--- config.mk ---
export PLATFORM = sky130hd
export DESIGN_NAME = pkt_checker_top
export DESIGN_NICKNAME = d
export VERILOG_FILES = /design/src/design/pkt_check_pkg.sv /design/src/design/pkt_checker_top.sv /design/src/design/pkt_matcher.sv /design/src/design/pkt_summary_fifo.sv /design/src/design/pkt_summarizer.sv
export VERILOG_INCLUDE_DIRS = /design/src /design/src/design
export SDC_FILE = /design/constraint.sdc
export NUM_CORES = 2
export LEC_CHECK = 0
export ABC_AREA = 1
export BUFFER_PORTS_ARGS = -buffer_cell sky130_fd_sc_hd__buf_2
export CAP_MARGIN = 25
export CORE_MARGIN = 2
export CORE_UTILIZATION = 35
export DETAILED_ROUTE_END_ITERATION = 16
export PLACE_DENSITY_LB_ADDON = 0.2
export REMOVE_ABC_BUFFERS = 1
export SYNTH_ARGS = -nofsm -noshare
export SYNTH_HDL_FRONTEND = slang
export SYNTH_SLANG_ARGS = --single-unit
--- constraint.sdc ---
create_clock -name axis_packet_in -period 6.18 [get_ports axis_packet_in]
set_clock_uncertainty 0.1 [all_clocks]
set_input_delay 0.309 -clock axis_packet_in [delete_from_list [all_inputs] [get_ports axis_packet_in]]
set_output_delay 0.309 -clock axis_packet_in [all_outputs]
set_load 0.1 [all_outputs]
--- src/design/pkt_check_config.svh ---
////////////////////////////////////////////////////////////////////////////
// Sizing macros for the packet checker: stream, table, FIFO and APB widths
////////////////////////////////////////////////////////////////////////////

`ifndef PKT_CHECK_CONFIG_SVH
`define PKT_CHECK_CONFIG_SVH

// Stream beat width in bytes, sets tdata and tkeep
`define PKT_DATA_BYTES 4

// Destinations carried on tdest
`define PKT_NUM_DESTS 4
`define PKT_DEST_W 2

// Byte length field, covers an MTU of 1500
`define PKT_BLEN_W 11

// Additive checksum over the kept bytes
`define PKT_CSUM_W 16

// Expected packet table entries
`define PKT_NUM_EXPECTED 16

// Summary FIFO entries
`define PKT_FIFO_DEPTH 8

// APB address and data widths
`define PKT_APB_AW 8
`define PKT_APB_DW 32

`endif
--- src/design/pkt_check_pkg.sv ---
////////////////////////////////////////////////////////////////////////////
// Packed types for stream beats, packet summaries, table entries and APB
////////////////////////////////////////////////////////////////////////////

`include "pkt_check_config.svh"

package pkt_check_pkg;

    ////////////////////////////////////////////////////////////////////////////
    // Stream side

    // One AXI-Stream beat, 39 bits
    typedef struct packed {
        logic [`PKT_DATA_BYTES*8-1:0] tdata;
        logic [`PKT_DATA_BYTES-1:0]   tkeep;
        logic [`PKT_DEST_W-1:0]       tdest;
        logic                         tlast;
    } axis_beat_t;

    // Finished packet, 29 bits
    typedef struct packed {
        logic [`PKT_DEST_W-1:0] dest;
        logic [`PKT_BLEN_W-1:0] blen;
        logic [`PKT_CSUM_W-1:0] checksum;
    } pkt_summary_t;

    // Expected table entry
    typedef struct packed {
        logic         valid;
        pkt_summary_t summary;
    } expect_entry_t;

    ////////////////////////////////////////////////////////////////////////////
    // APB side

    typedef struct packed {
        logic                   psel;
        logic                   penable;
        logic                   pwrite;
        logic [`PKT_APB_AW-1:0] paddr;
        logic [`PKT_APB_DW-1:0] pwdata;
    } apb_req_t;

    // Valid in the access phase, no wait states
    typedef struct packed {
        logic [`PKT_APB_DW-1:0] prdata;
        logic                   pslverr;
    } apb_rsp_t;

endpackage

--- src/design/pkt_checker_top.sv ---
////////////////////////////////////////////////////////////////////////////
// Packet checker top: summarizer, summary FIFO and matcher
////////////////////////////////////////////////////////////////////////////

`timescale 1ns/10ps

module pkt_checker_top (
    input  logic                    axis_packet_in,
    input  logic                    rst,
    input  pkt_check_pkg::axis_beat_t beat,
    input  logic                    tvalid,
    output logic                    tready,
    input  pkt_check_pkg::apb_req_t apb_req,
    output pkt_check_pkg::apb_rsp_t apb_rsp
);

    import pkt_check_pkg::*;

    // Summarizer to FIFO
    logic         push;
    logic         fifo_full;
    pkt_summary_t wr_summary;

    // FIFO to matcher
    logic         pop;
    logic         fifo_empty;
    pkt_summary_t head_summary;

    pkt_summarizer pkt_summarizer_inst (
        .axis_packet_in (axis_packet_in),
        .rst            (rst),
        .beat           (beat),
        .tvalid         (tvalid),
        .tready         (tready),
        .full           (fifo_full),
        .push           (push),
        .summary        (wr_summary)
    );

    pkt_summary_fifo pkt_summary_fifo_inst (
        .axis_packet_in (axis_packet_in),
        .rst            (rst),
        .push           (push),
        .wr_summary     (wr_summary),
        .full           (fifo_full),
        .pop            (pop),
        .rd_summary     (head_summary),
        .empty          (fifo_empty)
    );

    pkt_matcher pkt_matcher_inst (
        .axis_packet_in (axis_packet_in),
        .rst            (rst),
        .empty          (fifo_empty),
        .summary        (head_summary),
        .pop            (pop),
        .apb_req        (apb_req),
        .apb_rsp        (apb_rsp)
    );

endmodule

--- src/design/pkt_matcher.sv ---
////////////////////////////////////////////////////////////////////////////
// Expected packet table with sequential match scan, status counters
// and the APB register file
////////////////////////////////////////////////////////////////////////////

`timescale 1ns/10ps

`include "pkt_check_config.svh"

module pkt_matcher (
    input  logic                        axis_packet_in,
    input  logic                        rst,
    input  logic                        empty,
    input  pkt_check_pkg::pkt_summary_t summary,
    output logic                        pop,
    input  pkt_check_pkg::apb_req_t     apb_req,
    output pkt_check_pkg::apb_rsp_t     apb_rsp
);

    import pkt_check_pkg::*;

    localparam int unsigned NUM   = `PKT_NUM_EXPECTED;
    localparam int unsigned IDX_W = $clog2(NUM);
    localparam int unsigned DW    = `PKT_APB_DW;

    // Register map
    localparam logic [`PKT_APB_AW-1:0] ENTRY_END      = `PKT_APB_AW'(NUM * 4);
    localparam logic [`PKT_APB_AW-1:0] ADDR_BITMAP    = `PKT_APB_AW'('h40);
    localparam logic [`PKT_APB_AW-1:0] ADDR_MATCH     = `PKT_APB_AW'('h44);
    localparam logic [`PKT_APB_AW-1:0] ADDR_MISS      = `PKT_APB_AW'('h48);
    localparam logic [`PKT_APB_AW-1:0] ADDR_LAST_MISS = `PKT_APB_AW'('h4C);
    localparam logic [`PKT_APB_AW-1:0] ADDR_CTRL      = `PKT_APB_AW'('h50);

    // Entry image: valid 31, dest 29:28, blen 26:16, checksum 15:0
    function automatic logic [DW-1:0] entry_to_word(input expect_entry_t e);
        logic [DW-1:0] w;
        w                       = '0;
        w[31]                   = e.valid;
        w[28 +: `PKT_DEST_W]    = e.summary.dest;
        w[16 +: `PKT_BLEN_W]    = e.summary.blen;
        w[0 +: `PKT_CSUM_W]     = e.summary.checksum;
        return w;
    endfunction

    function automatic expect_entry_t word_to_entry(input logic [DW-1:0] w);
        expect_entry_t e;
        e.valid            = w[31];
        e.summary.dest     = w[28 +: `PKT_DEST_W];
        e.summary.blen     = w[16 +: `PKT_BLEN_W];
        e.summary.checksum = w[0 +: `PKT_CSUM_W];
        return e;
    endfunction

    expect_entry_t    table_q [NUM];
    logic [NUM-1:0]   rcvd;
    logic [DW-1:0]    match_cnt;
    logic [DW-1:0]    miss_cnt;
    expect_entry_t    last_miss;

    // Scan state
    pkt_summary_t     cur;
    logic             scanning;
    logic             result_pending;
    logic             found;
    logic [IDX_W-1:0] scan_idx;
    logic [IDX_W-1:0] hit_idx;
    logic             entry_hit;

    // APB decode
    logic             access;
    logic             apb_wr;
    logic             entry_sel;
    logic [IDX_W-1:0] entry_idx;
    logic             mapped;
    logic [DW-1:0]    rd_data;

    ////////////////////////////////////////////////////////////////////////////
    // Match scan

    // Takes the next summary in the same cycle the previous result lands
    assign pop = !scanning && !empty;

    assign entry_hit = table_q[scan_idx].valid && !rcvd[scan_idx]
                       && (table_q[scan_idx].summary == cur);

    always_ff @(posedge axis_packet_in) begin
        if (rst) begin
            scanning       <= 1'b0;
            result_pending <= 1'b0;
            found          <= 1'b0;
            scan_idx       <= '0;
            rcvd           <= '0;
            match_cnt      <= '0;
            miss_cnt       <= '0;
            last_miss      <= '0;
            for (int i = 0; i < NUM; i++) begin
                table_q[i] <= '0;
            end
        end else begin
            result_pending <= 1'b0;
            if (pop) begin
                scanning <= 1'b1;
                scan_idx <= '0;
                found    <= 1'b0;
            end else if (scanning) begin
                // Lowest index wins
                if (entry_hit && !found) begin
                    found <= 1'b1;
                end
                if (scan_idx == IDX_W'(NUM - 1)) begin
                    scanning       <= 1'b0;
                    result_pending <= 1'b1;
                end
                scan_idx <= scan_idx + IDX_W'(1);
            end

            // Result of the finished scan
            if (result_pending) begin
                if (found) begin
                    rcvd[hit_idx] <= 1'b1;
                    match_cnt     <= match_cnt + DW'(1);
                end else begin
                    miss_cnt          <= miss_cnt + DW'(1);
                    last_miss.valid   <= 1'b1;
                    last_miss.summary <= cur;
                end
            end

            // Software writes
            if (apb_wr) begin
                if (entry_sel) begin
                    table_q[entry_idx] <= word_to_entry(apb_req.pwdata);
                    rcvd[entry_idx]    <= 1'b0;
                end else if (apb_req.paddr == ADDR_CTRL && apb_req.pwdata[0]) begin
                    rcvd      <= '0;
                    match_cnt <= '0;
                    miss_cnt  <= '0;
                    last_miss <= '0;
                end
            end
        end
    end

    // Summary under test and the hit position
    always_ff @(posedge axis_packet_in) begin
        if (pop) begin
            cur <= summary;
        end
        if (scanning && entry_hit && !found) begin
            hit_idx <= scan_idx;
        end
    end

    ////////////////////////////////////////////////////////////////////////////
    // APB register file

    assign access    = apb_req.psel && apb_req.penable;
    assign apb_wr    = access && apb_req.pwrite;
    assign entry_sel = (apb_req.paddr < ENTRY_END) && (apb_req.paddr[1:0] == 2'b00);
    assign entry_idx = apb_req.paddr[2 +: IDX_W];

    always_comb begin
        rd_data = '0;
        mapped  = 1'b1;
        if (entry_sel) begin
            rd_data = entry_to_word(table_q[entry_idx]);
        end else begin
            case (apb_req.paddr)
                ADDR_BITMAP:    rd_data = DW'(rcvd);
                ADDR_MATCH:     rd_data = match_cnt;
                ADDR_MISS:      rd_data = miss_cnt;
                ADDR_LAST_MISS: rd_data = entry_to_word(last_miss);
                // Control is write only and reads as zero
                ADDR_CTRL:      rd_data = '0;
                default:        mapped  = 1'b0;
            endcase
        end
    end

    assign apb_rsp.prdata  = rd_data;
    assign apb_rsp.pslverr = access && !mapped;

endmodule

--- src/design/pkt_summary_fifo.sv ---
////////////////////////////////////////////////////////////////////////////
// First-word-fall-through FIFO of packet summaries
////////////////////////////////////////////////////////////////////////////

`timescale 1ns/10ps

`include "pkt_check_config.svh"

module pkt_summary_fifo (
    input  logic                        axis_packet_in,
    input  logic                        rst,
    input  logic                        push,
    input  pkt_check_pkg::pkt_summary_t wr_summary,
    output logic                        full,
    input  logic                        pop,
    output pkt_check_pkg::pkt_summary_t rd_summary,
    output logic                        empty
);

    import pkt_check_pkg::*;

    localparam int unsigned DEPTH = `PKT_FIFO_DEPTH;
    localparam int unsigned PTR_W = $clog2(DEPTH);
    localparam int unsigned CNT_W = $clog2(DEPTH + 1);

    pkt_summary_t     mem [DEPTH];
    logic [PTR_W-1:0] wr_ptr;
    logic [PTR_W-1:0] rd_ptr;
    logic [CNT_W-1:0] count;
    logic             wr_en;
    logic             rd_en;

    assign wr_en = push && (count != CNT_W'(DEPTH));
    assign rd_en = pop && !empty;

    // Head falls through
    assign rd_summary = mem[rd_ptr];
    assign empty      = (count == '0);

    // Last free slot is taken when a push is in flight
    assign full = (count == CNT_W'(DEPTH)) || ((count == CNT_W'(DEPTH - 1)) && push);

    always_ff @(posedge axis_packet_in) begin
        if (rst) begin
            wr_ptr <= '0;
            rd_ptr <= '0;
            count  <= '0;
        end else begin
            if (wr_en) begin
                wr_ptr <= (wr_ptr == PTR_W'(DEPTH - 1)) ? '0 : wr_ptr + PTR_W'(1);
            end
            if (rd_en) begin
                rd_ptr <= (rd_ptr == PTR_W'(DEPTH - 1)) ? '0 : rd_ptr + PTR_W'(1);
            end
            case ({wr_en, rd_en})
                2'b10:   count <= count + CNT_W'(1);
                2'b01:   count <= count - CNT_W'(1);
                default: count <= count;
            endcase
        end
    end

    always_ff @(posedge axis_packet_in) begin
        if (wr_en) begin
            mem[wr_ptr] <= wr_summary;
        end
    end

endmodule

--- src/design/pkt_summarizer.sv ---
////////////////////////////////////////////////////////////////////////////
// Per-destination byte count and checksum of stream beats, summary at tlast
////////////////////////////////////////////////////////////////////////////

`timescale 1ns/10ps

`include "pkt_check_config.svh"

module pkt_summarizer (
    input  logic                        axis_packet_in,
    input  logic                        rst,
    input  pkt_check_pkg::axis_beat_t   beat,
    input  logic                        tvalid,
    output logic                        tready,
    input  logic                        full,
    output logic                        push,
    output pkt_check_pkg::pkt_summary_t summary
);

    import pkt_check_pkg::*;

    logic                   accept;
    logic                   accept_last;

    // Running totals, one pair per destination
    logic [`PKT_BLEN_W-1:0] blen_acc [`PKT_NUM_DESTS];
    logic [`PKT_CSUM_W-1:0] csum_acc [`PKT_NUM_DESTS];

    logic [`PKT_BLEN_W-1:0] beat_bytes;
    logic [`PKT_CSUM_W-1:0] beat_sum;
    pkt_summary_t           next_summary;

    ////////////////////////////////////////////////////////////////////////////
    // Handshake

    // Full already counts a summary on its way in
    assign tready      = !full;
    assign accept      = tvalid && tready;
    assign accept_last = accept && beat.tlast;

    ////////////////////////////////////////////////////////////////////////////
    // Beat contribution

    // Kept bytes fill from the low lanes, but count each lane anyway
    always_comb begin
        beat_bytes = '0;
        beat_sum   = '0;
        for (int b = 0; b < `PKT_DATA_BYTES; b++) begin
            if (beat.tkeep[b]) begin
                beat_bytes = beat_bytes + `PKT_BLEN_W'(1);
                beat_sum   = beat_sum + `PKT_CSUM_W'(beat.tdata[b*8 +: 8]);
            end
        end
    end

    // Totals including this beat
    always_comb begin
        next_summary.dest     = beat.tdest;
        next_summary.blen     = blen_acc[beat.tdest] + beat_bytes;
        next_summary.checksum = csum_acc[beat.tdest] + beat_sum;
    end

    ////////////////////////////////////////////////////////////////////////////
    // Accumulators and push

    always_ff @(posedge axis_packet_in) begin
        if (rst) begin
            push <= 1'b0;
            for (int d = 0; d < `PKT_NUM_DESTS; d++) begin
                blen_acc[d] <= '0;
                csum_acc[d] <= '0;
            end
        end else begin
            push <= accept_last;
            if (accept) begin
                if (beat.tlast) begin
                    // Destination starts its next packet from zero
                    blen_acc[beat.tdest] <= '0;
                    csum_acc[beat.tdest] <= '0;
                end else begin
                    blen_acc[beat.tdest] <= next_summary.blen;
                    csum_acc[beat.tdest] <= next_summary.checksum;
                end
            end
        end
    end

    // Finished summary, presented with push one cycle after tlast
    always_ff @(posedge axis_packet_in) begin
        if (accept_last) begin
            summary <= next_summary;
        end
    end

endmodule

==> summary.txt <==
Global route
  • Global-route wire length before repair: 265200 um
  • Gr usage total: 24.44%
  • Vias in the first global route: 39380
  • Antenna violations before repair: 7
  • Remaining Overflow, GRT: 0
  • Largest net degree at the start of global routing: 152

STA
  • Normalized max-slew margin: 10.88%
  • Worst setup margin: 826.0 ps
  • Measured slew at the worst slew-check pin: 1337 ps
  • Final Max Tran Viols: 0
  • Min Tclk post-route: 5354 ps
  • Achievable Freq: 186.8 MHz
  • Period utilisation layout: 86.63%
  • Min Hold Slack: 29.96 ps
  • RSZ-0062 raised after global routing: no
  • Final setup violation count: 0
  • Hold Violations, Final: 0

Clock tree
  • TritonCTS Buffers: 113
  • Cts hold-fix bufs: 6
  • CTS tree: yes
  • Clock transition at path regs: 60 ps
  • Resize count post-CTS: 0
  • Clock Latency Late Sink: 750 ps
  • CTS Root Cell: clkbuf_16
  • # H-tree levels: 3
  • Clock sink count: 1014
  • Post-CTS setup buffers: 0
  • Clock Tree Buf Depth: 3

Logic synthesis
  • Mapped Area: 0.05020 mm2
  • Synth top area cells: edfxtp_1 (53%), nor2_1 (8.4%), nand2_1 (6.4%)
  • Commonest register cell after synthesis: edfxtp_1
  • Top cell type's share of synthesized area: 52.76%
  • Leading area contributor after synthesis: edfxtp_1
  • Register bit total from synthesis: 1014
  • Mean Syn Cell Area: 9.076 um2
  • YS warnings: 0
  • Post-synth EDFFs: 882
  • Cell variety after synth: 60
  • Sequential share of the synthesized area: 58.02%
  • FFs w/ async S/R, synth: 0%
  • Synth Instances: 5531

Setup path
  • CP arrival: 5690 ps
  • WS Path Type: in2reg
  • Slowest stage delay, CP: 420 ps
  • Critical Path Start Type: input pin
  • Worst path required time: 6520 ps
  • Slowest-stage cell, CP: fa_1
  • Crit. End Element: register
  • Max FO, Critical Path: 4
  • Crit path top cell by count: nand2_1

Die
  • # IOs: 119
  • Die Ht: 382.7 um
  • Die X: 382.7 um
  • Die area: 0.1465 mm2
  • Core Area: 0.1419 mm2
  • Initial Utilization: 35.37%
  • Row count: 138

Final layout
  • Layout Cells excl Fill: 7525
  • # nets final: 5686
  • Fin util: 39.90%
  • Layout cells sized above 1: 8.928%
  • Most frequent cells in the layout: nor2_1 (1116), edfxtp_1 (882), nand2_1 (826)
  • Area delta synth->final: 12.81%
  • Commonest non-fill, non-tap cell in the layout: nor2_1

Detailed routing
  • Average wire per standard cell: 24.29 um
  • Drc violations: 0
  • Via count: 41180
  • Detailed Route WL: 182800 um
  • Via density: 5.472
  • Initial DRC count: 4860
  • ANT nets after route: 0
  • DRT Pass-1 Iters: 6

Status
  • Status: finished, final reports clean

Placed design
  • Dpl ws: 153.9 ps
  • HPWL after detailed placement: 108900 um
  • I/O Buffers: 116
  • Final Wtd Congestion: 0.9044
  • Placed cells: 7314

Power
  • Switch share: 33.02%
  • Peak VDD IR: 0.2399 mV
  • Logic pwr share: 21.7%
  • Reg power frac: 44.0%
  • NetSw: 6388 uW
  • Clk pwr share: 34.3%
  • Pleak: 0.02202 uW
  • Power Internal: 12960 uW
  • Power per cell area: 341.6 mW/mm2

Hold path
  • Hold Crit Class: in2reg

Job
  • MaxCap Viol Count: 0
[final timing paths]
check	from	end	slack, ps	depth (start not counted)
min reg2reg	pkt_matcher_inst.last_miss[14]	pkt_matcher_inst.last_miss[14]	370	2
min	apb_req[19]	pkt_matcher_inst.table_q[2][19]	30	3
max	beat[3]	pkt_summarizer_inst.csum_acc[1][15]	830	34
max reg2reg	register	pkt_matcher_inst.hit_idx[2]	2110	14
[sequential cells by signal (all words and copies together), names as in the netlist, named ones only]
signal,flops
pkt_matcher_inst.miss_cnt,32
pkt_summary_fifo_inst.rd_ptr,3
pkt_matcher_inst.scanning,1
pkt_summarizer_inst.push,1
pkt_matcher_inst.cur,29
pkt_matcher_inst.rcvd,16
pkt_summary_fifo_inst.mem,232
pkt_summarizer_inst.blen_acc,44
pkt_matcher_inst.table_q,480
pkt_matcher_inst.scan_idx,4
pkt_summary_fifo_inst.wr_ptr,3
pkt_matcher_inst.last_miss,30
pkt_summarizer_inst.summary,29
pkt_summarizer_inst.csum_acc,64
pkt_matcher_inst.match_cnt,32
pkt_matcher_inst.found,1
pkt_matcher_inst.hit_idx,4
pkt_matcher_inst.result_pending,1
pkt_summary_fifo_inst.count,4
[cell usage after synthesis (all sizes together), types with 12 or more instances]
master / instances
nor2: 1136
o211ai: 20
a211oi: 40
a22oi: 121
o22ai: 115
nor3: 59
o21ai: 331
buf: 120
a31oi: 44
or2: 18
ha: 50
clkbuf: 218
nand2: 862
dfxtp: 132
a22o: 12
nand4: 23
edfxtp: 882
a221oi: 26
xor2: 50
nand3: 432
o221ai: 54
a21oi: 98
inv: 598
xnor2: 22
[kinds of logic (layout without fill, tap and decap cells)]
logic type,after synthesis,count (layout),synth area share (%)
AND/OR/NAND/NOR,2555,2555,20.80
adder cells (fa/ha/maj),56,56,1.485
other,1,2,0.007470
multiplexers,1,1,0.01994
XOR/XNOR,72,72,1.256
buffers and inverters,947,1050,7.380
flip-flops,1014,1014,58.02
AO/OA/AOI/OAI,885,885,11.02
[power groups by stage]
stage	sequential, uW	clock (uW)	combinational, uW
after floorplan	8510	0	2590
after global placement	8610	0	4110
after detailed placement	8620	0	4160
after CTS	8480	6710	4170
after global routing	8530	6970	4640
final	8500	6640	4200
[layout make-up]
cell class                      count  area, um2
Clock inverter                     50      498.0
Antenna cell                        1      2.502
Timing Repair Buffer              237       1574
Clock buffer                      154       3062
Fill cell                       14160      85300
Multi-Input combinational cell   3570      17680
Sequential cell                  1014      29140
Inverter                          609       2301
Tap cell                         1890       2365
[stage by stage]
| stage | instance area [um2] | power [uW] | setup TNS [ps] |
|---|---|---|---|
| finish | 56630 | 19340 | 0 |
| CTS | 56630 | 19370 | 0 |
| global route | 56630 | 20140 | 0 |
| detailed placement | 53010 | 12780 | 0 |
| floorplan | 48780 | 11100 | -53520 |
| global placement | 52920 | 12720 | 0 |
[critical path: cells and delay by family]
kind,cells,cell delay [ps]
xor+xnor,2,300
simple gates,18,1950
compound gates,6,1170
fa+ha+maj,5,1710
buf+inv,3,240
[metal layers]
metal	track usage (%)	share of wire, %	vias to the layer above
li1	-	-	18830
met1	31.78	41	19960
met2	39.06	45	1928
met3	4.289	8.2	463
met4	12.57	5.9	4
met5	0	0.014	-
(Power assumes the default switching activity.)
